==> config.mk <==
export PLATFORM = sky130hd
export DESIGN_NAME = cam_pipe_top
export DESIGN_NICKNAME = d
export VERILOG_FILES = /design/src/verilog/cam_pkg.sv /design/src/verilog/pix_if.sv /design/src/verilog/cmos_pixel_pack.sv /design/src/verilog/pixel_fifo.sv /design/src/verilog/pixel_adjust.sv /design/src/verilog/cmd_regs.sv /design/src/verilog/cam_pipe_top.sv
export SDC_FILE = /design/constraint.sdc
export NUM_CORES = 1
export LEC_CHECK = 0
export BUFFER_PORTS_ARGS = -buffer_cell sky130_fd_sc_hd__buf_2
export CORE_ASPECT_RATIO = 0.6
export CORE_MARGIN = 2
export CORE_UTILIZATION = 30
export CTS_CLUSTER_SIZE = 14
export DETAILED_ROUTE_END_ITERATION = 8
export PLACE_DENSITY = 0.54
export SETUP_SLACK_MARGIN = 0.1
export SLEW_MARGIN = 20
export SYNTH_ARGS = -nofsm -noshare
export SYNTH_HDL_FRONTEND = slang
export SYNTH_SLANG_ARGS = --single-unit
==> constraint.sdc <==
create_clock -name clk_50M -period 13.9 [get_ports clk_50M]
set_input_delay 2.085 -clock clk_50M [delete_from_list [all_inputs] [get_ports clk_50M]]
set_output_delay 2.085 -clock clk_50M [all_outputs]
set_load 0.05 [all_outputs]
==> src/verilog/cam_pkg.sv <==
package cam_pkg;

    localparam int BYTE_W     = 8;    // camera byte
    localparam int PIX565_W   = 16;   // packed pixel
    localparam int PIX888_W   = 24;   // output pixel

    localparam int FIFO_DEPTH = 16;
    localparam int FIFO_AW    = 4;    // log2 of FIFO_DEPTH

    localparam int APB_AW     = 4;
    localparam int APB_DW     = 16;

    localparam logic [APB_AW-1:0] ADDR_CMD    = 4'h0;   // command byte, write
    localparam logic [APB_AW-1:0] ADDR_STATUS = 4'h4;   // status word, read

    // upper nibble of a command byte
    localparam logic [3:0] CMD_BRIGHT_UP   = 4'd1;
    localparam logic [3:0] CMD_BRIGHT_DOWN = 4'd2;
    localparam logic [3:0] CMD_GRAY        = 4'd3;
    localparam logic [3:0] CMD_CLR_OVF     = 4'd4;

    localparam int BRIGHT_MAX = 127;  // +/- limit of the offset

    typedef logic signed [BYTE_W-1:0] bright_t;

    typedef struct packed {
        logic [3:0] ctrl;     // command code
        logic [3:0] value;    // command argument
    } cmd_fields_t;

    // one command byte, seen raw or split into code and value
    typedef union packed {
        logic [BYTE_W-1:0] raw;
        cmd_fields_t       fields;
    } cmd_byte_u;

endpackage

==> src/verilog/pix_if.sv <==
`timescale 1ns/1ps

interface pix_if;

    logic                         valid;
    logic                         ready;
    logic                         sof;    // first pixel of a frame
    logic [cam_pkg::PIX565_W-1:0] data;   // rgb565

    modport src (
        output valid,
        output sof,
        output data,
        input  ready
    );

    modport snk (
        input  valid,
        input  sof,
        input  data,
        output ready
    );

endinterface

==> src/verilog/cmos_pixel_pack.sv <==
`timescale 1ns/1ps

module cmos_pixel_pack (
    input  logic                       clk_50M,
    input  logic                       sys_rst,
    input  logic                       href_i,
    input  logic                       vsync_i,
    input  logic [cam_pkg::BYTE_W-1:0] data_i,
    pix_if.src                         pix
);

    logic                       href_d;     // sampled camera inputs
    logic                       vsync_d;
    logic [cam_pkg::BYTE_W-1:0] data_d;
    logic                       phase;      // high byte already held
    logic [cam_pkg::BYTE_W-1:0] hi_byte;
    logic                       sof_pend;   // vsync seen, no word yet
    logic                       word_done;

    assign word_done = href_d & phase;

    always_ff @(posedge clk_50M or negedge sys_rst) begin
        if (!sys_rst) begin
            href_d  <= 1'b0;
            vsync_d <= 1'b0;
        end else begin
            href_d  <= href_i;
            vsync_d <= vsync_i;
        end
    end

    always_ff @(posedge clk_50M) begin
        data_d <= data_i;
        if (href_d && !phase) begin
            hi_byte <= data_d;
        end
        if (word_done) begin
            pix.data <= {hi_byte, data_d};   // r5 g6 b5
        end
    end

    // no stall here, a full FIFO simply drops the word
    always_ff @(posedge clk_50M or negedge sys_rst) begin
        if (!sys_rst) begin
            phase     <= 1'b0;
            sof_pend  <= 1'b0;
            pix.valid <= 1'b0;
            pix.sof   <= 1'b0;
        end else begin
            phase     <= href_d & ~phase;   // restarts on every href low
            pix.valid <= word_done;
            if (word_done) begin
                pix.sof <= sof_pend;
            end
            if (vsync_d) begin
                sof_pend <= 1'b1;
            end else if (word_done) begin
                sof_pend <= 1'b0;
            end
        end
    end

endmodule

==> src/verilog/pixel_fifo.sv <==
`timescale 1ns/1ps

module pixel_fifo (
    input  logic clk_50M,
    input  logic sys_rst,
    pix_if.snk   wr,
    pix_if.src   rd,
    input  logic ovf_clr_i,
    output logic overflow_o
);

    logic [cam_pkg::PIX565_W:0]  mem [cam_pkg::FIFO_DEPTH];   // {sof, data}
    logic [cam_pkg::FIFO_AW-1:0] wr_ptr;
    logic [cam_pkg::FIFO_AW-1:0] rd_ptr;
    logic [cam_pkg::FIFO_AW:0]   count;
    logic                        push;
    logic                        pop;

    assign wr.ready = (count != cam_pkg::FIFO_DEPTH);
    assign rd.valid = (count != '0);
    assign push     = wr.valid & wr.ready;
    assign pop      = rd.valid & rd.ready;

    assign {rd.sof, rd.data} = mem[rd_ptr];   // head word shown directly

    always_ff @(posedge clk_50M) begin
        if (push) begin
            mem[wr_ptr] <= {wr.sof, wr.data};
        end
    end

    always_ff @(posedge clk_50M or negedge sys_rst) begin
        if (!sys_rst) begin
            wr_ptr <= '0;
            rd_ptr <= '0;
            count  <= '0;
        end else begin
            if (push) begin
                wr_ptr <= wr_ptr + 1'b1;   // wraps at depth
            end
            if (pop) begin
                rd_ptr <= rd_ptr + 1'b1;
            end
            case ({push, pop})
                2'b10:   count <= count + 1'b1;
                2'b01:   count <= count - 1'b1;
                default: count <= count;
            endcase
        end
    end

    // sticky until cleared, a new drop wins over the clear
    always_ff @(posedge clk_50M or negedge sys_rst) begin
        if (!sys_rst) begin
            overflow_o <= 1'b0;
        end else if (wr.valid && !wr.ready) begin
            overflow_o <= 1'b1;
        end else if (ovf_clr_i) begin
            overflow_o <= 1'b0;
        end
    end

endmodule

==> src/verilog/pixel_adjust.sv <==
`timescale 1ns/1ps

module pixel_adjust (
    input  logic                         clk_50M,
    input  logic                         sys_rst,
    pix_if.snk                           in,
    input  cam_pkg::bright_t             bright_i,
    input  logic                         gray_en_i,
    output logic                         valid_o,
    input  logic                         ready_i,
    output logic                         sof_o,
    output logic [cam_pkg::PIX888_W-1:0] rgb888_o
);

    logic [7:0]  r8;    // expanded channels
    logic [7:0]  g8;
    logic [7:0]  b8;
    logic [15:0] luma_sum;
    logic [7:0]  r_sel;
    logic [7:0]  g_sel;
    logic [7:0]  b_sel;
    logic        load;

    // channel plus signed offset, clamped to 0..255
    function automatic logic [7:0] add_clamp(input logic [7:0] ch,
                                             input cam_pkg::bright_t ofs);
        logic signed [9:0] sum;
        sum = $signed({2'b00, ch}) + ofs;
        if (sum < 0) begin
            return 8'h00;
        end else if (sum > 255) begin
            return 8'hff;
        end
        return sum[7:0];
    endfunction

    assign r8 = {in.data[15:11], in.data[15:13]};   // top bits repeated
    assign g8 = {in.data[10:5], in.data[10:9]};
    assign b8 = {in.data[4:0], in.data[4:2]};

    assign luma_sum = 16'd77 * r8 + 16'd150 * g8 + 16'd29 * b8;

    always_comb begin
        if (gray_en_i) begin
            r_sel = luma_sum[15:8];
            g_sel = luma_sum[15:8];
            b_sel = luma_sum[15:8];
        end else begin
            r_sel = r8;
            g_sel = g8;
            b_sel = b8;
        end
    end

    // output register takes a new word when empty or drained
    assign in.ready = ~valid_o | ready_i;
    assign load     = in.valid & in.ready;

    always_ff @(posedge clk_50M or negedge sys_rst) begin
        if (!sys_rst) begin
            valid_o <= 1'b0;
            sof_o   <= 1'b0;
        end else if (in.ready) begin
            valid_o <= in.valid;
            if (in.valid) begin
                sof_o <= in.sof;
            end
        end
    end

    always_ff @(posedge clk_50M) begin
        if (load) begin
            rgb888_o <= {add_clamp(r_sel, bright_i),
                         add_clamp(g_sel, bright_i),
                         add_clamp(b_sel, bright_i)};
        end
    end

endmodule

==> src/verilog/cmd_regs.sv <==
`timescale 1ns/1ps

module cmd_regs (
    input  logic                       clk_50M,
    input  logic                       sys_rst,
    input  logic [cam_pkg::APB_AW-1:0] paddr_i,
    input  logic                       psel_i,
    input  logic                       penable_i,
    input  logic                       pwrite_i,
    input  logic [cam_pkg::APB_DW-1:0] pwdata_i,
    output logic [cam_pkg::APB_DW-1:0] prdata_o,
    output logic                       pready_o,
    output logic                       pslverr_o,
    input  logic                       overflow_i,
    output cam_pkg::bright_t           bright_o,
    output logic                       gray_en_o,
    output logic                       ovf_clr_o
);

    cam_pkg::cmd_byte_u        cmd;
    logic                      access;      // APB access phase
    logic                      addr_ok;
    logic                      cmd_wr;
    logic signed [8:0]         bright_up;   // one bit of headroom
    logic signed [8:0]         bright_dn;
    logic [cam_pkg::APB_DW-1:0] status;

    assign cmd.raw   = pwdata_i[cam_pkg::BYTE_W-1:0];
    assign access    = psel_i & penable_i;
    assign addr_ok   = (paddr_i == cam_pkg::ADDR_CMD) || (paddr_i == cam_pkg::ADDR_STATUS);
    assign cmd_wr    = access & pwrite_i & (paddr_i == cam_pkg::ADDR_CMD);

    assign pready_o  = 1'b1;   // zero wait states
    assign pslverr_o = access & ~addr_ok;

    assign status    = {6'd0, overflow_i, gray_en_o, bright_o};
    assign prdata_o  = (access && !pwrite_i && paddr_i == cam_pkg::ADDR_STATUS) ? status : '0;

    assign ovf_clr_o = cmd_wr & (cmd.fields.ctrl == cam_pkg::CMD_CLR_OVF);

    assign bright_up = $signed({bright_o[7], bright_o}) + $signed({5'd0, cmd.fields.value});
    assign bright_dn = $signed({bright_o[7], bright_o}) - $signed({5'd0, cmd.fields.value});

    always_ff @(posedge clk_50M or negedge sys_rst) begin
        if (!sys_rst) begin
            bright_o  <= '0;
            gray_en_o <= 1'b0;
        end else if (cmd_wr) begin
            case (cmd.fields.ctrl)
                cam_pkg::CMD_BRIGHT_UP: begin
                    if (bright_up > cam_pkg::BRIGHT_MAX) begin
                        bright_o <= cam_pkg::bright_t'(cam_pkg::BRIGHT_MAX);
                    end else begin
                        bright_o <= cam_pkg::bright_t'(bright_up);
                    end
                end
                cam_pkg::CMD_BRIGHT_DOWN: begin
                    if (bright_dn < -cam_pkg::BRIGHT_MAX) begin
                        bright_o <= cam_pkg::bright_t'(-cam_pkg::BRIGHT_MAX);
                    end else begin
                        bright_o <= cam_pkg::bright_t'(bright_dn);
                    end
                end
                cam_pkg::CMD_GRAY: begin
                    gray_en_o <= cmd.fields.value[0];
                end
                default: begin
                    // overflow clear goes out as a pulse, other codes ignored
                end
            endcase
        end
    end

endmodule

==> src/verilog/cam_pipe_top.sv <==
`timescale 1ns/1ps

module cam_pipe_top (
    input  logic                         clk_50M,
    input  logic                         sys_rst,
    input  logic                         cmos_href_i,
    input  logic                         cmos_vsync_i,
    input  logic [cam_pkg::BYTE_W-1:0]   cmos_data_i,
    input  logic [cam_pkg::APB_AW-1:0]   paddr_i,
    input  logic                         psel_i,
    input  logic                         penable_i,
    input  logic                         pwrite_i,
    input  logic [cam_pkg::APB_DW-1:0]   pwdata_i,
    output logic [cam_pkg::APB_DW-1:0]   prdata_o,
    output logic                         pready_o,
    output logic                         pslverr_o,
    output logic                         pix_valid_o,
    input  logic                         pix_ready_i,
    output logic                         pix_sof_o,
    output logic [cam_pkg::PIX888_W-1:0] pix_rgb888_o
);

    cam_pkg::bright_t bright;     // brightness offset
    logic             gray_en;
    logic             overflow;   // sticky FIFO drop flag
    logic             ovf_clr;

    pix_if u_pack_if ();          // packer to FIFO
    pix_if u_adj_if ();           // FIFO to adjuster

    cmos_pixel_pack u_cmos_pixel_pack (
        .clk_50M  (clk_50M),
        .sys_rst  (sys_rst),
        .href_i   (cmos_href_i),
        .vsync_i  (cmos_vsync_i),
        .data_i   (cmos_data_i),
        .pix      (u_pack_if.src)
    );

    pixel_fifo u_pixel_fifo (
        .clk_50M    (clk_50M),
        .sys_rst    (sys_rst),
        .wr         (u_pack_if.snk),
        .rd         (u_adj_if.src),
        .ovf_clr_i  (ovf_clr),
        .overflow_o (overflow)
    );

    pixel_adjust u_pixel_adjust (
        .clk_50M   (clk_50M),
        .sys_rst   (sys_rst),
        .in        (u_adj_if.snk),
        .bright_i  (bright),
        .gray_en_i (gray_en),
        .valid_o   (pix_valid_o),
        .ready_i   (pix_ready_i),
        .sof_o     (pix_sof_o),
        .rgb888_o  (pix_rgb888_o)
    );

    cmd_regs u_cmd_regs (
        .clk_50M    (clk_50M),
        .sys_rst    (sys_rst),
        .paddr_i    (paddr_i),
        .psel_i     (psel_i),
        .penable_i  (penable_i),
        .pwrite_i   (pwrite_i),
        .pwdata_i   (pwdata_i),
        .prdata_o   (prdata_o),
        .pready_o   (pready_o),
        .pslverr_o  (pslverr_o),
        .overflow_i (overflow),
        .bright_o   (bright),
        .gray_en_o  (gray_en),
        .ovf_clr_o  (ovf_clr)
    );

endmodule

After elaboration in Yosys (flattened, before gate mapping)
Memories as Yosys holds them, arrays and structs flattened.
Cells that the tools add are included.

cells by class
  muxes and demuxes = 32
  magnitude comparators = 8
  add/subtract/negate cells = 11
  multiply operators = 3
  equality and inequality tests = 8
  reductions and logical operators = 17
  bitwise logic cells = 13

operator list
  operator                number
  $mux W8                 14
  $add A9 B8 Y10          3
  $gt A10 B9 Y1 const B   3
  $lt A10 B1 Y1 const B   3
  $mul A7 B8 Y15 const A  2
  $add A15 B16 Y16        1
  $add A16 B13 Y16        1
  $pmux W8 S2             1
  $mux W1                 15
  $mul A5 B8 Y13 const A  1
  $mux W10                1
  $pmux W5 S2             1
  $add A8 B5 Y9           1
  $and A1 B1 Y1           9
  $gt A9 B8 Y1 const B    1
  $lt A9 B8 Y1 const B    1
  $sub A8 B5 Y9           1
  $add A4 B1 Y4 const B   2
  $eq A4 B2 Y1 const B    2
  $eq A4 B3 Y1 const B    2
  $reduce_bool A2 Y1      4
  $reduce_and A2 Y1       3
  $add A5 B1 Y5 const B   1
  $ne A5 B5 Y1 const B    1
  other kinds (11)        18

storage, ports and cells
  word-level logic and storage cells = 111
  bits in writable memories = 272
  bits in registers = 87
  memories kept = 1

memories
  name              depth  bits a word  rd ports  clocked after memory_dff  wr ports  RTL line          source
  u_pixel_fifo.mem  16     17           1         0                         1         pixel_fifo.sv:12  logic [cam_pkg::PIX565_W:0] mem [cam_pkg::FIFO_DEPTH];

Longest topological paths before layout
Gate-level depths: netlist of run 1.
An unclocked memory read counts as a cell.

  depth in word-level cells = 11
  mapped depth = 39
  mapped depth without buffers = 36

Hierarchy
From an unflattened synthesis of run 1, not the netlist that was laid out.

unflattened totals
  cell total of the unflattened synthesis = 1423
  area, all modules = 19474.9 um^2

by module, submodules not included
  module           times used  area each (um^2)  seq. area each (um^2)  cells an instance
  pixel_fifo       1           11312.1           8518.2                 586
  pixel_adjust     1           5811.8            770.7                  631
  cmd_regs         1           1277.5            225.2                  163
  cmos_pixel_pack  1           1073.5            1031.0                 43

Worst setup path after synthesis of run 1
Ideal clock, no wire load.

  kind = reg-to-reg
  start point = register u_pixel_fifo.rd_ptr[0] in the netlist's numbering
  end point = register u_pixel_adjust.rgb888_o[12] in the netlist's numbering, data pin
  buffers on the path = 2
  period minus slack after synthesis = 9.886 ns
  slack = 4.014 ns
  cell stages (with the launch flop) = 36
  required time = 13.768 ns
  setup time = 0.132 ns
  arrival time = 9.755 ns
  path through = dfrtp_1 -> buf_1 -> buf_2 -> mux4_2 -> mux4_2 -> ha_1 -> ha_1 -> ha_1 -> inv_1 -> fa_1 -> inv_1 -> ha_1 -> a21boi_0 -> nor2_1 -> xnor2_1 -> fa_1 -> fa_1 -> inv_1 -> fa_1 -> fa_1 -> inv_1 -> ha_1 -> a21o_1 -> a21oi_1 -> nand3_1 -> a21oi_1 -> xnor2_1 -> mux2_2 -> ha_1 -> o21a_1 -> o21ai_1 -> a21oi_1 -> o21ai_1 -> or3b_2 -> a21oi_1 -> a31o_2

between the ends
  cells in the longest elaborated chain, start to end = 11
  elaborated cells on any way between the ends = 15

RTL lines
  what                    RTL line            source
  start, declared         pixel_fifo.sv:14    logic [cam_pkg::FIFO_AW-1:0] rd_ptr;
  start signal, assigned  pixel_fifo.sv:42    rd_ptr <= rd_ptr + 1'b1;
  $mem_v2 Z16 W17 *       -
  $mul A7 B8 Y15          pixel_adjust.sv:41  assign luma_sum = 16'd77 * r8 + 16'd150 * g8 + 16'd29 * b8;
  $add A15 B16 Y16        pixel_adjust.sv:41
  $add A16 B13 Y16        pixel_adjust.sv:41
  $mux W8 *               pixel_adjust.sv:44  if (gray_en_i) begin
  $add A9 B8 Y10 *        pixel_adjust.sv:28  sum = $signed({2'b00, ch}) + ofs;
  $gt A10 B9 Y1           pixel_adjust.sv:31  end else if (sum > 255) begin
  $mux W1                 pixel_adjust.sv:31
  $mux W1                 pixel_adjust.sv:29  if (sum < 0) begin
  $mux W1                 pixel_adjust.sv:72  if (load) begin
  $mux W8 *               pixel_adjust.sv:34  return sum[7:0];
  end signal, assigned    pixel_adjust.sv:73  rgb888_o <= {add_clamp(r_sel, bright_i),
  end, declared           pixel_adjust.sv:12  output logic [cam_pkg::PIX888_W-1:0] rgb888_o

Every way passes the cells marked *; elsewhere a longest branch is shown, timed or not. The select of a mux whose other input is x is not followed.
A chain may end at the register's enable or synchronous reset.

Final worst setup path of run 1
  start point = register u_pixel_fifo.rd_ptr[0] in the netlist's numbering
  end point = register u_pixel_adjust.rgb888_o[4] in the netlist's numbering, data pin

Same word-level chain as after synthesis.

==> results_dict.tcl, run 1 <==
set metrics [dict create \
    finalSetupViolCount 0 \
    yosys_register_bits 359 \
    netlist_area_um2 18800 \
    startpoint_type "flip-flop" \
    finalClockSkew_ps 16.9 \
    drt_first_pass_iters 5 \
    cpPeakStageDelay_ps 770 \
    netlist_instances 1252 \
    die_y_um 198 \
    insertedDiodeCount 0 \
    drive_above_1_share 0.191 \
    numCtsBuffers 36 \
    netlist_top_cells_count "edfxtp_1, inv_1, ha_1" \
    drt-vias-per-instance 4.84 \
    fmax_mhz 89.9 \
    synth_ff_type "edfxtp_1" \
    slowest_stage "dfrtp_4" \
    setup_tns_ps 0 \
    post_drt_wl_per_cell_um 20.3 \
    fp.dieArea_um2 64600 \
    grt-busiest-layer "met1" \
    rsz0062_at_grt "no" \
    cts_sinks 359 \
    min_path_type "reg2reg" \
    ctsResizeCount 0 \
    required_ps 14310 \
    cp.arrival_ps 11540 \
    grt_max_degree 32 \
    ys_warn_count 0 \
    clock_latency_ps 540 \
    cts-htree-levels 2 \
    crit_fanout 24 \
    fin_crit_ps 11120 \
    clock-root-buffer "clkbuf_16" \
    overflow 0 \
    hold_start "u_cmos_pixel_pack.hi_byte[3]$_DFFE_PP_" \
    synth.top_cell.area_share 0.512 \
    cts_tree "yes" \
    vias 10613 \
    synth_edf_count 320 \
    core_um2 61400 \
    cts.path.max_buffers 3 \
    gp_congestion 0.811 \
    die_w_um 327 \
    synthTopCellsByArea "edfxtp_1, mux4_2, ha_1" \
    cp-end-kind "flip-flop" \
    path_class "reg2reg" \
    fillers 5873 \
    cp_common_cell "ha_1" \
    hpwl_um 30600 \
    first_iter_violations 1010 \
    tightestPinTransition_ps 1070 \
    io_buffers 64 \
    outcome "finished, final reports clean" \
    setup.worst_path.end "u_pixel_adjust.rgb888_o[4]$_DFFE_PP_" \
    cts_setup_buffers 0 \
    start_util 0.306 \
    ioPinCount 80 \
    ys_async_sr_fraction 0.0864 \
    rows 70 \
    layout.nets 1564 \
    ys_types 69 \
    synth.most_common_cell "edfxtp_1" \
    ys_seq_area_frac 0.562 \
    ant_nets 0 \
    wl_um 44600 \
    reg2reg_to "u_pixel_adjust.rgb888_o[4]$_DFFE_PP_" \
    drv_slew 0 \
    yosysTopAreaCell "edfxtp_1" \
    grt_pass1_vias 10701 \
    grt_use_met2 0.191 \
    timing.rr.start "u_pixel_fifo.rd_ptr[0]$_DFFE_PN0P_" \
    grt_pass1_wl_um 67800 \
    grt_use_met1 0.230 \
    grt_antenna_before_repair 0 \
    track_usage 0.140 \
    reg2regPathDepth 34 \
    crit_start "u_pixel_fifo.rd_ptr[0]$_DFFE_PN0P_" \
    use_met3 0.0228 \
    clk_pin_slew_ps 60 \
    finalHoldViolations 0 \
    reg2reg_slack_ps 2780 \
    syn2layout_area_growth_pct 13.8 \
    slew_headroom 0.281 \
    avgSynthCellArea_um2 15.0 \
    cap_violations 0 \
    post-route-drc-count 0 \
    cts_hold_buf 0 \
    fin_crit_sh 0.800 \
]
## logic make-up (layout without fill, tap and decap cells)
group | Yosys count | count (layout) | synth area share
xor+xnor | 45 | 45 | 0.0210
buf+inv | 170 | 278 | 0.0367
flops | 359 | 359 | 0.562
other cells | 2 | 7 | 0.000400
simple gates | 215 | 215 | 0.0595
mux | 102 | 102 | 0.110
compound gates | 171 | 171 | 0.0607
fa+ha+maj | 188 | 188 | 0.150
## registers in the layout (all words and copies together), names as in the netlist, 4 cells and up
signal                      flops
u_pixel_fifo.mem              272
u_pixel_adjust.rgb888_o        24
u_cmos_pixel_pack.pix.data     16
u_cmd_regs.bright_o             8
u_cmos_pixel_pack.data_d        8
u_cmos_pixel_pack.hi_byte       8
u_pixel_fifo.count              5
u_pixel_fifo.rd_ptr             4
u_pixel_fifo.wr_ptr             4
## critical path: cells and delay by family (launching register included)
family	cells	cell delay, ps
fa+ha+maj	11	4360
simple gates	3	780
flops	1	770
buf+inv	5	620
xor+xnor	1	230
mux	3	1590
compound gates	11	2600
## placed cells by master, fill, tap and decap left out, types with 6 or more instances in the layout
master | Yosys | layout
conb_1 | 2 | 7
nand2_1 | 59 | 59
nor2_2 | 0 | 8
nor2b_1 | 8 | 7
clkbuf_1 | 15 | 11
and2_1 | 13 | 13
o21ai_1 | 14 | 14
a21oi_1 | 38 | 37
mux2_2 | 10 | 10
clkbuf_16 | 0 | 37
xnor2_1 | 36 | 36
nand3_1 | 15 | 15
mux2i_1 | 9 | 9
nor2_1 | 41 | 29
nand4_1 | 6 | 6
ha_1 | 127 | 127
nand2b_1 | 11 | 11
xor2_1 | 9 | 9
buf_4 | 8 | 22
dfrtp_1 | 31 | 28
nand3b_1 | 6 | 6
buf_2 | 10 | 64
dfxtp_1 | 8 | 8
nor3_1 | 19 | 15
fa_1 | 61 | 61
mux4_2 | 82 | 82
o21ai_0 | 22 | 22
o21a_1 | 8 | 8
edfxtp_1 | 320 | 320
a21o_1 | 38 | 38
or3_1 | 9 | 9
inv_1 | 128 | 128
a31oi_1 | 7 | 7
## how the worst min path moves through the flow
| stage | depth (start not counted) | slack, ps | endpoint |
|---|---|---|---|
| final | 0 | 420 | u_cmos_pixel_pack.pix.data[11]$_DFFE_PP_ |
| after global placement | 0 | 400 | u_cmos_pixel_pack.pix.data[9]$_DFFE_PP_ |
| after global routing | 0 | 430 | u_cmos_pixel_pack.pix.data[8]$_DFFE_PP_ |
| after floorplan | 0 | 400 | u_cmos_pixel_pack.pix.data[10]$_DFFE_PP_ |
| after detailed placement | 0 | 410 | u_cmos_pixel_pack.pix.data[9]$_DFFE_PP_ |
| after CTS | 0 | 420 | u_cmos_pixel_pack.pix.data[11]$_DFFE_PP_ |
## layout make-up
type                    count  area (um^2)  share of cell area
repair buffers             86          485              0.0227
flip-flops and latches    359        10600               0.494
well taps                 828         1040              0.0485
clock buffers              48          967              0.0453
clock inverters            15          188             0.00879
inverters                 129          484              0.0227
multi-input cells         728         7630               0.358
## metrics by stage
stage / worst slack (ps) / hold WS [ps] / std cells / instance area (um^2) / utilization
6_report: 2780 / 419 / 2193 / 21300 / 0.348
5_1_grt: 2010 / 428 / 2193 / 21300 / 0.348
4_1_cts: 2730 / 419 / 2193 / 21300 / 0.348
3_5_place_dp: 2810 / 405 / 2130 / 20200 / 0.329
3_3_place_gp: 2870 / 404 / 2130 / 20200 / 0.329
2_1_floorplan: 4010 / 400 / 1257 / 18800 / -
## per-layer routing
metal / wire (um) / vias to the layer above
li1: - / 4851
met1: 23600 / 5453
met2: 18000 / 269
met3: 2480 / 40
met4: 580 / 0
met5: 0 / -
Power of run 1 is not shown: default switching activity piles up to over one toggle a cycle in this logic, so the estimate is an artifact.
==> inputs of run 2 (changes only) <==
Clock period 13.9 ns to 11.55 ns, I/O delays scaled along.
==> results_dict.tcl, run 2 (synthesis results as in run 1) <==
set metrics [dict create \
    holdWs_ps 417 \
    cp.arrival_ps 11290 \
    fin_crit_ps 10870 \
    ioPinCount 80 \
    path_buf_inv 5 \
    cts_tree "yes" \
    io_buffers 64 \
    cp_common_cell "ha_1" \
    min_path_cells 0 \
    setup_tns_ps 0 \
    clock-root-buffer "clkbuf_16" \
    gp_congestion 0.808 \
    min_to "u_cmos_pixel_pack.pix.data[14]$_DFFE_PP_" \
    outcome "finished, final reports clean" \
    post-route-drc-count 0 \
    die_y_um 198 \
    fp.dieArea_um2 64600 \
    timing.rr.start "u_pixel_fifo.rd_ptr[0]$_DFFE_PN0P_" \
    insertedDiodeCount 0 \
    critical-path-top-delay-family "adder cells" \
    crit_fanout 16 \
    fillers 5899 \
    drv_slew 0 \
    required_ps 11960 \
    hold_start "u_cmos_pixel_pack.hi_byte[6]$_DFFE_PP_" \
    drt_first_pass_iters 5 \
    final_util 0.350 \
    regMostFlops "u_pixel_fifo.mem" \
    slowest_stage "dfrtp_4" \
    rsz0062_at_grt "no" \
    clock_latency_ps 540 \
    cts-htree-levels 2 \
    cp-end-kind "flip-flop" \
    numCtsBuffers 37 \
    overflow 0 \
    reg2regPathDepth 34 \
    grt_max_degree 32 \
    reg2reg_to "u_pixel_adjust.rgb888_o[20]$_DFFE_PP_" \
    rows 70 \
    layout.nets 1569 \
    clk_pin_slew_ps 70 \
    grt_antenna_before_repair 0 \
    post_drt_wl_per_cell_um 20.5 \
    first_iter_violations 892 \
    start_util 0.306 \
    finalHoldViolations 0 \
    hpwl_um 30600 \
    ant_nets 0 \
    cpPeakStageDelay_ps 680 \
    startpoint_type "flip-flop" \
    track_usage 0.142 \
    cts.path.max_buffers 3 \
    cts_hold_buf 0 \
    largest_reg_flops 272 \
    grt_pass1_wl_um 68600 \
    reg2reg_slack_ps 680 \
    path_class "reg2reg" \
    drt-vias-per-instance 4.87 \
    grt_pass1_vias 10923 \
    vias 10723 \
    tightestPinTransition_ps 965 \
    syn2layout_area_growth_pct 14.7 \
    slew_headroom 0.355 \
    crit_start "u_pixel_fifo.rd_ptr[0]$_DFFE_PN0P_" \
    core_um2 61400 \
    layout_common_cells "edfxtp_1, inv_1, ha_1" \
    finalClockSkew_ps 18.3 \
    fmax_mhz 92.0 \
    top_regs "u_pixel_fifo.mem (272), u_pixel_adjust.rgb888_o (24), u_cmos_pixel_pack.pix.data (16)" \
    die_w_um 327 \
    fin_crit_sh 0.942 \
    wl_um 45100 \
    cap_violations 0 \
    drive_above_1_share 0.197 \
    min_path_type "reg2reg" \
    cts_sinks 359 \
    final_common_cell "edfxtp_1" \
    finalSetupViolCount 0 \
]
[run 2: cell count changes in the layout (fill, tap and decap cells not counted), moves of 2 or more]
| cell | before | now |
|---|---|---|
| a21oi_1 | 37 | 35 |
| a21oi_2 | 0 | 2 |
| buf_12 | 0 | 3 |
| bufinv_16 | 3 | 5 |
| clkbuf_8 | 0 | 2 |
| clkinv_2 | 5 | 1 |
| clkinvlp_4 | 2 | 4 |
| inv_6 | 0 | 3 |
| nor2_2 | 8 | 5 |
| nor2_4 | 4 | 7 |
[run 2: layout make-up]
type,count,area (um^2),share of cell area
multi-input combinational,728,7660,0.356
sequential,359,10600,0.490
tap,828,1040,0.0481
clock inverter,17,243,0.0113
timing repair buffer,90,553,0.0257
clock buffer,50,995,0.0462
inverter,129,484,0.0225
[run 2: how the worst max path moves through the flow]
stage / end / slack, ps / cells after the start
after floorplan: u_pixel_adjust.rgb888_o[12]$_DFFE_PP_ / 1660 / 35
after global placement: u_pixel_adjust.rgb888_o[20]$_DFFE_PP_ / 800 / 32
after detailed placement: u_pixel_adjust.rgb888_o[20]$_DFFE_PP_ / 720 / 34
after CTS: u_pixel_adjust.rgb888_o[20]$_DFFE_PP_ / 670 / 34
after global routing: u_pixel_adjust.rgb888_o[20]$_DFFE_PP_ / 110 / 34
final: u_pixel_adjust.rgb888_o[20]$_DFFE_PP_ / 680 / 34
[run 2: what timing repair did]
item / in CTS / in global routing
endpoints found under the setup margin: 0 / 2
gates resized for setup: 0 / 2
buffers inserted: 0 / 0
[run 2: layer usage]
layer	part of all wire	GRT usage
met3	0.056	0.0290
met2	0.41	0.198
met5	0	0
met1	0.52	0.227
met4	0.012	0.0217
[run 2: through the flow]
stage	instance area (um^2)	instances	worst slack (ps)
after floorplan	18800	1257	1660
after global placement	20300	2133	800
after detailed placement	20300	2133	722
after CTS	21500	2200	669
after global routing	21500	2201	109
final	21500	2201	675
[run 2: worst register-to-register path, delay by kind of cell, from the launching register on]
family          cells  cell delay [ps]
buf+inv             5              510
flops               1              680
simple gates        3              790
fa+ha+maj          11             4390
xor+xnor            1              290
compound gates     11             2470
mux                 3             1640
Power of run 2 is left out for the same reason.
